===== src/rtl/rom_slot_pkg.sv =====
//********************************************************************
// rom read round definitions
// names the sixteen slots of the fixed SDRAM read round, marks the
// refresh slot and gives the data widths handed to each consumer
//********************************************************************
`default_nettype none

package rom_slot_pkg;

    localparam int round_len = 16;      // slots per round, one per cen12

    // slot order is fixed, sound and main share every group of four
    typedef enum logic [3:0] {
        slot_snd0    = 4'd0,
        slot_main0   = 4'd1,
        slot_char    = 4'd2,
        slot_obj0    = 4'd3,
        slot_snd1    = 4'd4,
        slot_main1   = 4'd5,
        slot_scr_lo  = 4'd6,            // scroll tile, lower word
        slot_scr_hi  = 4'd7,            // scroll tile, upper byte plane
        slot_snd2    = 4'd8,
        slot_main2   = 4'd9,
        slot_idle0   = 4'd10,
        slot_obj1    = 4'd11,
        slot_snd3    = 4'd12,
        slot_main3   = 4'd13,
        slot_refresh = 4'd14,
        slot_idle1   = 4'd15
    } slot_e;

    localparam slot_e refresh_slot = slot_refresh;

    // consumer data widths
    localparam int char_dw = 16;
    localparam int obj_dw  = 16;
    localparam int scr_dw  = 24;        // two words merged into one tile
    localparam int byte_dw = 8;         // sound and main cpu

endpackage

`default_nettype wire


===== src/rtl/rom_map_pkg.sv =====
//********************************************************************
// rom memory map definitions
// shared SDRAM address width, the offset register selector and the
// reset map of the original board, plus the address widths seen on
// each consumer side of the ROM scheduler
//********************************************************************
`default_nettype none

package rom_map_pkg;

    localparam int sdram_aw = 22;       // SDRAM word address

    // selects one offset register in the config block
    typedef enum logic [2:0] {
        region_snd  = 3'd0,
        region_char = 3'd1,
        region_scr  = 3'd2,
        region_scr2 = 3'd3,             // upper byte plane of the scroll tiles
        region_obj  = 3'd4
    } region_e;

    // original game layout, word addresses
    localparam logic [sdram_aw-1:0] def_snd_off  = 22'h0A000;
    localparam logic [sdram_aw-1:0] def_char_off = 22'h0E000;
    localparam logic [sdram_aw-1:0] def_scr_off  = 22'h10000;
    localparam logic [sdram_aw-1:0] def_scr2_off = 22'h08000;
    localparam logic [sdram_aw-1:0] def_obj_off  = 22'h20000;

    // consumer address widths
    localparam int main_aw = 17;        // byte address, main cpu at word 0
    localparam int snd_aw  = 15;        // byte address
    localparam int char_aw = 13;        // word address
    localparam int obj_aw  = 16;
    localparam int scr_aw  = 15;

endpackage

`default_nettype wire

===== src/rtl/rom_ctrl_top.sv =====
//********************************************************************
// rom controller top
// joins the region offset registers with the read slot sequencer
// offsets flow from the config block straight into the sequencer
//********************************************************************
`timescale 1ns/1ps
`default_nettype none

module rom_ctrl_top (
    input  logic                                clk,
    input  logic                                loop_rst,
    input  logic                                cen12,
    input  logic                                downloading,
    input  logic [2:0]                          H,
    input  logic [rom_map_pkg::main_aw-1:0]     main_addr,
    input  logic [rom_map_pkg::snd_aw-1:0]      snd_addr,
    input  logic [rom_map_pkg::char_aw-1:0]     char_addr,
    input  logic [rom_map_pkg::obj_aw-1:0]      obj_addr,
    input  logic [rom_map_pkg::scr_aw-1:0]      scr_addr,
    input  logic [15:0]                         data_read,
    input  logic                                cfg_we,      // offset write
    input  rom_map_pkg::region_e                cfg_sel,
    input  logic [rom_map_pkg::sdram_aw-1:0]    cfg_data,
    output logic [rom_slot_pkg::byte_dw-1:0]    main_dout,
    output logic [rom_slot_pkg::byte_dw-1:0]    snd_dout,
    output logic [rom_slot_pkg::char_dw-1:0]    char_dout,
    output logic [rom_slot_pkg::obj_dw-1:0]     obj_dout,
    output logic [rom_slot_pkg::scr_dw-1:0]     scr_dout,
    output logic                                ready,
    output logic                                autorefresh,
    output logic [rom_map_pkg::sdram_aw-1:0]    sdram_addr
);
    import rom_map_pkg::*;

    // region bases, config block to sequencer
    logic [sdram_aw-1:0] snd_off;
    logic [sdram_aw-1:0] char_off;
    logic [sdram_aw-1:0] scr_off;
    logic [sdram_aw-1:0] scr2_off;
    logic [sdram_aw-1:0] obj_off;

    rom_region_cfg u_cfg (
        .clk      (clk),
        .loop_rst (loop_rst),
        .cfg_we   (cfg_we),
        .cfg_sel  (cfg_sel),
        .cfg_data (cfg_data),
        .snd_off  (snd_off),
        .char_off (char_off),
        .scr_off  (scr_off),
        .scr2_off (scr2_off),
        .obj_off  (obj_off)
    );

    rom_slot_seq u_seq (
        .clk         (clk),
        .loop_rst    (loop_rst),
        .cen12       (cen12),
        .downloading (downloading),
        .H           (H),
        .main_addr   (main_addr),
        .snd_addr    (snd_addr),
        .char_addr   (char_addr),
        .obj_addr    (obj_addr),
        .scr_addr    (scr_addr),
        .snd_off     (snd_off),
        .char_off    (char_off),
        .scr_off     (scr_off),
        .scr2_off    (scr2_off),
        .obj_off     (obj_off),
        .data_read   (data_read),
        .main_dout   (main_dout),
        .snd_dout    (snd_dout),
        .char_dout   (char_dout),
        .obj_dout    (obj_dout),
        .scr_dout    (scr_dout),
        .ready       (ready),
        .autorefresh (autorefresh),
        .sdram_addr  (sdram_addr)
    );

endmodule

`default_nettype wire


===== src/rtl/rom_slot_seq.sv =====
//********************************************************************
// rom read slot sequencer
// runs a fixed 16 slot round on cen12, issuing one SDRAM word
// address per slot and storing the word that comes back into the
// consumer that owns the slot. slot 14 asks for an autorefresh.
// while ROMs download the round is parked and aligned to H
//********************************************************************
`timescale 1ns/1ps
`default_nettype none

module rom_slot_seq (
    input  logic                                clk,
    input  logic                                loop_rst,
    input  logic                                cen12,       // 12 MHz enable
    input  logic                                downloading,
    input  logic [2:0]                          H,           // pixel counter
    // consumer addresses
    input  logic [rom_map_pkg::main_aw-1:0]     main_addr,
    input  logic [rom_map_pkg::snd_aw-1:0]      snd_addr,
    input  logic [rom_map_pkg::char_aw-1:0]     char_addr,
    input  logic [rom_map_pkg::obj_aw-1:0]      obj_addr,
    input  logic [rom_map_pkg::scr_aw-1:0]      scr_addr,
    // region bases from the config block
    input  logic [rom_map_pkg::sdram_aw-1:0]    snd_off,
    input  logic [rom_map_pkg::sdram_aw-1:0]    char_off,
    input  logic [rom_map_pkg::sdram_aw-1:0]    scr_off,
    input  logic [rom_map_pkg::sdram_aw-1:0]    scr2_off,
    input  logic [rom_map_pkg::sdram_aw-1:0]    obj_off,
    input  logic [15:0]                         data_read,   // SDRAM word
    // consumer data
    output logic [rom_slot_pkg::byte_dw-1:0]    main_dout,
    output logic [rom_slot_pkg::byte_dw-1:0]    snd_dout,
    output logic [rom_slot_pkg::char_dw-1:0]    char_dout,
    output logic [rom_slot_pkg::obj_dw-1:0]     obj_dout,
    output logic [rom_slot_pkg::scr_dw-1:0]     scr_dout,
    output logic                                ready,
    output logic                                autorefresh,
    output logic [rom_map_pkg::sdram_aw-1:0]    sdram_addr
);
    import rom_map_pkg::*;
    import rom_slot_pkg::*;

    localparam int slot_w = $clog2(round_len);

    slot_e       slot;              // slot issued on the next tick
    slot_e       prev_slot;         // slot whose word is on data_read
    logic [2:0]  last_h;            // H seen on the previous tick
    logic        h_same;
    logic        snd_lsb;           // byte select kept from issue time
    logic        main_lsb;
    logic        pre_ready;         // set once the round has started
    logic [15:0] scr_aux;           // lower tile word waits for the upper

    // H history only steers the parked round, no reset needed
    always_ff @(posedge clk) begin
        if (cen12) begin
            last_h <= H;
        end
    end

    always_comb begin
        h_same    = (last_h == H);
        prev_slot = slot_e'(slot - slot_w'(1));    // wraps 0 -> 15
    end

    always_ff @(posedge clk) begin
        if (loop_rst) begin
            slot        <= slot_snd0;
            snd_lsb     <= 1'b0;
            main_lsb    <= 1'b0;
            pre_ready   <= 1'b0;
            scr_aux     <= '0;
            autorefresh <= 1'b0;
            sdram_addr  <= '0;
            main_dout   <= '0;
            snd_dout    <= '0;
            char_dout   <= '0;
            obj_dout    <= '0;
            scr_dout    <= '0;
        end else begin
            if (downloading) begin
                autorefresh <= 1'b0;                // no refresh requests during download
            end
            if (cen12) begin
                if (downloading) begin
                    // park the round in step with the pixel phase
                    // so reads start at a known H once download ends
                    slot <= h_same ? slot_e'({H, 1'b1}) : slot_e'({H + 3'd1, 1'b0});
                end else begin
                    pre_ready   <= 1'b1;
                    slot        <= slot_e'(slot + slot_w'(1));
                    autorefresh <= (slot == refresh_slot);  // one tick per round

                    // store the word asked for on the previous tick
                    // nothing was issued yet on the very first tick
                    if (pre_ready) begin
                        case (prev_slot)
                            slot_snd0, slot_snd1, slot_snd2, slot_snd3: begin
                                snd_dout <= snd_lsb ? data_read[7:0] : data_read[15:8];
                            end
                            slot_main0, slot_main1, slot_main2, slot_main3: begin
                                main_dout <= main_lsb ? data_read[7:0] : data_read[15:8];
                            end
                            slot_char: begin
                                char_dout <= data_read;
                            end
                            slot_obj0, slot_obj1: begin
                                obj_dout <= data_read;
                            end
                            slot_scr_lo: begin
                                scr_aux <= data_read;       // z and y planes
                            end
                            slot_scr_hi: begin
                                // x plane uses one half of the word, the other is zero
                                scr_dout <= {data_read[15:8] | data_read[7:0], scr_aux};
                            end
                            default: begin
                            end
                        endcase
                    end

                    // issue the address of the current slot
                    case (slot)
                        slot_snd0, slot_snd1, slot_snd2, slot_snd3: begin
                            sdram_addr <= snd_off + sdram_aw'(snd_addr[snd_aw-1:1]);
                            snd_lsb    <= snd_addr[0];
                        end
                        slot_main0, slot_main1, slot_main2, slot_main3: begin
                            sdram_addr <= sdram_aw'(main_addr[main_aw-1:1]); // main at 0
                            main_lsb   <= main_addr[0];
                        end
                        slot_char: begin
                            sdram_addr <= char_off + sdram_aw'(char_addr);
                        end
                        slot_obj0, slot_obj1: begin
                            sdram_addr <= obj_off + sdram_aw'(obj_addr);
                        end
                        slot_scr_lo: begin
                            sdram_addr <= scr_off + sdram_aw'(scr_addr);
                        end
                        slot_scr_hi: begin
                            sdram_addr <= sdram_addr + scr2_off; // same tile, other plane
                        end
                        default: begin
                            // idle and refresh slots keep the last address
                        end
                    endcase
                end
            end
        end
    end

    // ready trails the internal flag by one clock
    always_ff @(posedge clk) begin
        if (loop_rst) begin
            ready <= 1'b0;
        end else begin
            ready <= pre_ready;
        end
    end

    // the SDRAM controller must not see a refresh request during download
    a_no_refresh_in_dl: assert property (
        @(posedge clk) disable iff (loop_rst)
        downloading |-> !autorefresh
    ) else $error("autorefresh high while downloading");

    // the SDRAM side only samples on cen12, the address must hold in between
    a_addr_stable: assert property (
        @(posedge clk) disable iff (loop_rst)
        !cen12 |=> $stable(sdram_addr)
    ) else $error("sdram_addr changed without cen12");

endmodule

`default_nettype wire


===== src/rtl/rom_region_cfg.sv =====
//********************************************************************
// rom region offset registers
// holds the SDRAM base of each ROM region used by the scheduler
// loads the original board map on reset, any register can be
// rewritten through a single write strobe
//********************************************************************
`timescale 1ns/1ps
`default_nettype none

module rom_region_cfg (
    input  logic                             clk,
    input  logic                             loop_rst,
    input  logic                             cfg_we,       // write strobe
    input  rom_map_pkg::region_e             cfg_sel,      // which offset
    input  logic [rom_map_pkg::sdram_aw-1:0] cfg_data,
    output logic [rom_map_pkg::sdram_aw-1:0] snd_off,
    output logic [rom_map_pkg::sdram_aw-1:0] char_off,
    output logic [rom_map_pkg::sdram_aw-1:0] scr_off,
    output logic [rom_map_pkg::sdram_aw-1:0] scr2_off,
    output logic [rom_map_pkg::sdram_aw-1:0] obj_off
);
    import rom_map_pkg::*;

    // one register per region
    // a write lands on the strobe clock and is seen by the sequencer
    // from the next clock on
    always_ff @(posedge clk) begin
        if (loop_rst) begin
            snd_off  <= def_snd_off;             // back to the original map
            char_off <= def_char_off;
            scr_off  <= def_scr_off;
            scr2_off <= def_scr2_off;
            obj_off  <= def_obj_off;
        end else if (cfg_we) begin
            case (cfg_sel)
                region_snd: begin
                    snd_off <= cfg_data;
                end
                region_char: begin
                    char_off <= cfg_data;
                end
                region_scr: begin
                    scr_off <= cfg_data;
                end
                region_scr2: begin
                    scr2_off <= cfg_data;        // upper byte plane of tiles
                end
                region_obj: begin
                    obj_off <= cfg_data;
                end
                default: begin
                    // unmapped selector, nothing changes
                end
            endcase
        end
    end

    // a write must always target one of the five regions
    // an out of range selector would silently drop the new map entry
    a_cfg_sel_legal: assert property (
        @(posedge clk) disable iff (loop_rst)
        cfg_we |-> cfg_sel inside {region_snd, region_char, region_scr,
                                   region_scr2, region_obj}
    ) else $error("cfg write with illegal region selector %0d", cfg_sel);

endmodule

`default_nettype wire


===== config.mk =====
export PLATFORM = sky130hd
export DESIGN_NAME = rom_ctrl_top
export DESIGN_NICKNAME = d
export VERILOG_FILES = /design/src/rtl/rom_slot_pkg.sv /design/src/rtl/rom_map_pkg.sv /design/src/rtl/rom_ctrl_top.sv /design/src/rtl/rom_slot_seq.sv /design/src/rtl/rom_region_cfg.sv
export SDC_FILE = /design/constraint.sdc
export NUM_CORES = 1
export LEC_CHECK = 0
export ABC_CLOCK_PERIOD_IN_PS = 3460
export BUFFER_PORTS_ARGS = -buffer_cell sky130_fd_sc_hd__buf_2
export CAP_MARGIN = 20
export CORE_ASPECT_RATIO = 0.9
export CORE_MARGIN = 2
export CORE_UTILIZATION = 58
export CTS_CLUSTER_SIZE = 24
export DETAILED_ROUTE_END_ITERATION = 7
export PLACE_DENSITY = 0.92
export SYNTH_ARGS = -nofsm -noshare
export SYNTH_HDL_FRONTEND = slang
export SYNTH_SLANG_ARGS = --single-unit

===== constraint.sdc =====
create_clock -name clk -period 3.46 [get_ports clk]
set_input_delay 0.173 -clock clk [delete_from_list [all_inputs] [get_ports clk]]
set_output_delay 0.173 -clock clk [all_outputs]
set_load 0.01 [all_outputs]

==> results.tsv <==
stage	metric	value	unit
clock_tree	hold_buf cts	42	
finish	register area	0.00467	sq mm
worst_setup_path	crit end category	register	
placement	port bufs	220	
finish	commonest non-fill, non-tap cell in the layout	nand2_1	
worst_setup_path	Reg2Reg Capture Point	u_seq.sdram_addr[14]	
yosys	register bit total from synthesis	232	
die	Core Region	0.0233	sq mm
finish	Synth-to-Final Area Change	19.7	%
yosys	Post-Syn Instances	1750	
finish	NumNets Final	2189	
clock_tree	Clock transition at path regs	0.06	ns
power_and_ir_drop	Max IR drop VDD	382	uV
global_routing	grt ovf	0	
placement	Detailed Place HPWL	33600	um
worst_setup_path	R2R setup slack	0.24	ns
timing	Slew Limit Fails	0	
global_routing	GRT Util Overall	0.380	
hold_path	hold crit path type	in -> reg	
yosys	Area contributors post-synth	dfxtp_1, nand2_1, ha_1	
worst_setup_path	reg2reg start	u_cfg.char_off[0]	
yosys	Post-synth top flop	dfxtp_1	
routing	initial DRC count	1937	
power_and_ir_drop	leakage power	6.97	nW
timing	Hold Fails Final Rpt	0	
die	DIE AREA	0.0249	sq mm
timing	setup violators final	0	
routing	DR DRC count	0	
timing	Fmax achieved	310	MHz
yosys	Post-synth EDFFs	3	
power_and_ir_drop	Cell Pwr Density	420	mW/mm^2
timing	Tmin final	3.22	ns
worst_setup_path	crit path DAT	3.63	ns
clock_tree	Longest Clk Path Bufs	3	
yosys	Synth Area per Inst	7.84	sq um
yosys	sequential fraction of the synthesis area	0.341	
routing	Via Count	14659	
die	Die Y	150	um
finish	fraction of layout cells with a size suffix above 1	0.163	
global_routing	initial antenna violation count	2	
routing	vias per cell	6.39	
finish	number of fill cells	1730	
job	max_cap viols	0	
worst_setup_path	WP data required	3.87	ns
worst_setup_path	WS Path Type	reg -> reg	
yosys	Synth area leader	dfxtp_1	
finish	multi-input gate area in the final layout	0.00853	sq mm
global_routing	first-pass GRT wire length	75500	um
clock_tree	Post-CTS Resized	0	
clock_tree	Clock Sinks	232	
yosys	Synth top area share	0.334	
die	Ports	221	
status	status	finished clean	
timing	RSZ-0062 raised after global routing	no	
timing	Fin Clk Skew	0.0312	ns
yosys	asr flop ratio synth	0	
clock_tree	Post-CTS Setup Bufs	0	
routing	Routed Wire Length	49000	um
timing	Least-Margin Pin Slew	1.17	ns
timing	sum of negative setup slack	0	ns
clock_tree	Worst-Skew Late Latency	0.55	ns
clock_tree	H-tree Lvls	1	
timing	Final Cycle Share	0.932	
yosys	synth warn	0	
routing	DRT Pass-1 Iters	7	
yosys	Yosys cell types	81	
finish	most frequent cells in the layout	nand2_1, dfxtp_1, buf_2	
timing	post-route setup slack	0.236	ns
die	num rows	53	
timing	worst rel slew slack	0.218	
yosys	Synth Cell Area	0.0137	sq mm
routing	WL/cell	21.4	um
worst_setup_path	Worst setup SP type	register	
global_routing	vias in the first global route	14014	
worst_setup_path	worst r2r path cells	11	
clock_tree	CTS tree	built	
hold_path	Hold Path Stages	1	
die	die width	166	um
hold_path	Hold EP	u_seq.last_h[2]	
placement	dpl ws	0.472	ns
clock_tree	clock root cell	clkbuf_16	
placement	RD Place Congestion	1.02	
routing	antenna-violating nets left	0	
worst_setup_path	CP max FO	5	
yosys	Syn Nets	1967	
clock_tree	total CTS buffers	26	
die	initial core utilization	0.590	
hold_path	hold path startpoint	cen12	
global_routing	largest net degree at the start of global routing	106	
## flip-flops by register name, indices dropped and copies added (netlist names)
name / cells
u_cfg.snd_off: 22
u_seq.main_dout: 8
u_seq.scr_aux: 16
u_seq.snd_dout: 8
u_seq.slot: 4
u_seq.last_h: 3
u_cfg.obj_off: 22
u_seq.sdram_addr: 22
u_seq.char_dout: 16
u_seq.obj_dout: 16
u_seq.autorefresh: 1
u_seq.scr_dout: 24
u_seq.ready: 1
u_cfg.char_off: 22
u_cfg.scr2_off: 22
u_seq.main_lsb: 1
u_seq.snd_lsb: 1
u_cfg.scr_off: 22
u_seq.pre_ready: 1
## per-stage QoR
stage	utilization	hold WS (ns)	power, mW	cell area (sq um)	instances
final	0.706	0.00695	6.89	16400	2295
after floorplan	-	0.272	3.41	13700	1750
after global placement	0.644	0.415	3.75	15000	2200
after global routing	0.706	0.0152	7.07	16400	2295
after CTS	0.704	0.000539	6.83	16400	2292
after detailed placement	0.645	0.427	3.77	15000	2202
## power breakdown
part	internal [mW]	switching, mW	total [mW]
clock network	1.89	1.18	3.07
registers	2.74	0.0691	2.81
logic	0.376	0.638	1.01
## how the worst max path moves through the flow
stage,startpoint,to,cells past startpoint
2_1_floorplan,u_seq.sdram_addr[0],u_seq.sdram_addr[18],11
3_3_place_gp,u_cfg.char_off[0],u_seq.sdram_addr[14],11
3_5_place_dp,u_cfg.char_off[0],u_seq.sdram_addr[14],11
4_1_cts,u_cfg.char_off[0],u_seq.sdram_addr[14],11
5_1_grt,u_cfg.char_off[0],u_seq.sdram_addr[14],11
6_report,u_cfg.char_off[0],u_seq.sdram_addr[14],11
## cell type report
| type | instances | area share |
|---|---|---|
| multi-input combinational | 1387 | 0.519 |
| sequential | 232 | 0.285 |
| timing repair buffer | 285 | 0.106 |
| clock buffer | 34 | 0.0427 |
| tap | 302 | 0.0230 |
| clock inverter | 14 | 0.0151 |
| inverter | 40 | 0.00914 |
| antenna | 1 | 0.000152 |
## synth_stat cells, drive strengths merged (10+ instances only)
library cell / instances
nor3: 30
inv: 40
mux2i: 55
xor2: 32
nand3b: 12
dfxtp: 229
xnor2: 49
nand3: 33
and3: 21
nor2b: 14
nand2: 370
a211oi: 33
a22oi: 12
nand4: 11
clkbuf: 80
nand2b: 16
nor2: 142
buf: 11
o22ai: 10
a221oi: 14
o21a: 10
o31a: 10
ha: 87
a21oi: 220
a21o: 25
o21ai: 51
## routing by layer
layer	wire (um)	vias up	global-route usage
li1	-	6637	-
met1	19400	6711	0.502
met2	21100	1061	0.596
met3	6360	250	0.0989
met4	2190	0	0.150
met5	0	-	0
## worst max-delay path, cell delays in order, from the launching register on
cell       delay [ns]
dfxtp_1          0.33
ha_1             0.22
inv_1            0.07
fa_1             0.39
nand2b_1         0.20
a21oi_1          0.25
o22ai_1          0.24
o21ai_1          0.41
nand3_1          0.15
xnor2_1          0.14
a2111oi_0        0.49
a311oi_1         0.18
## cells by family (layout without fill, tap and decap cells)
logic type	after synthesis	in the layout	synth area share
and+or+nand+nor	680	680	0.213
AOI/OAI and AO/OA	476	476	0.227
DFF	232	232	0.341
buffers and inverters	131	373	0.0382
adders and majority gates	92	92	0.0866
xor gates and xnor gates	81	81	0.0517
muxes	58	58	0.0428
other	0	1	0
(Power assumes the default switching activity.)
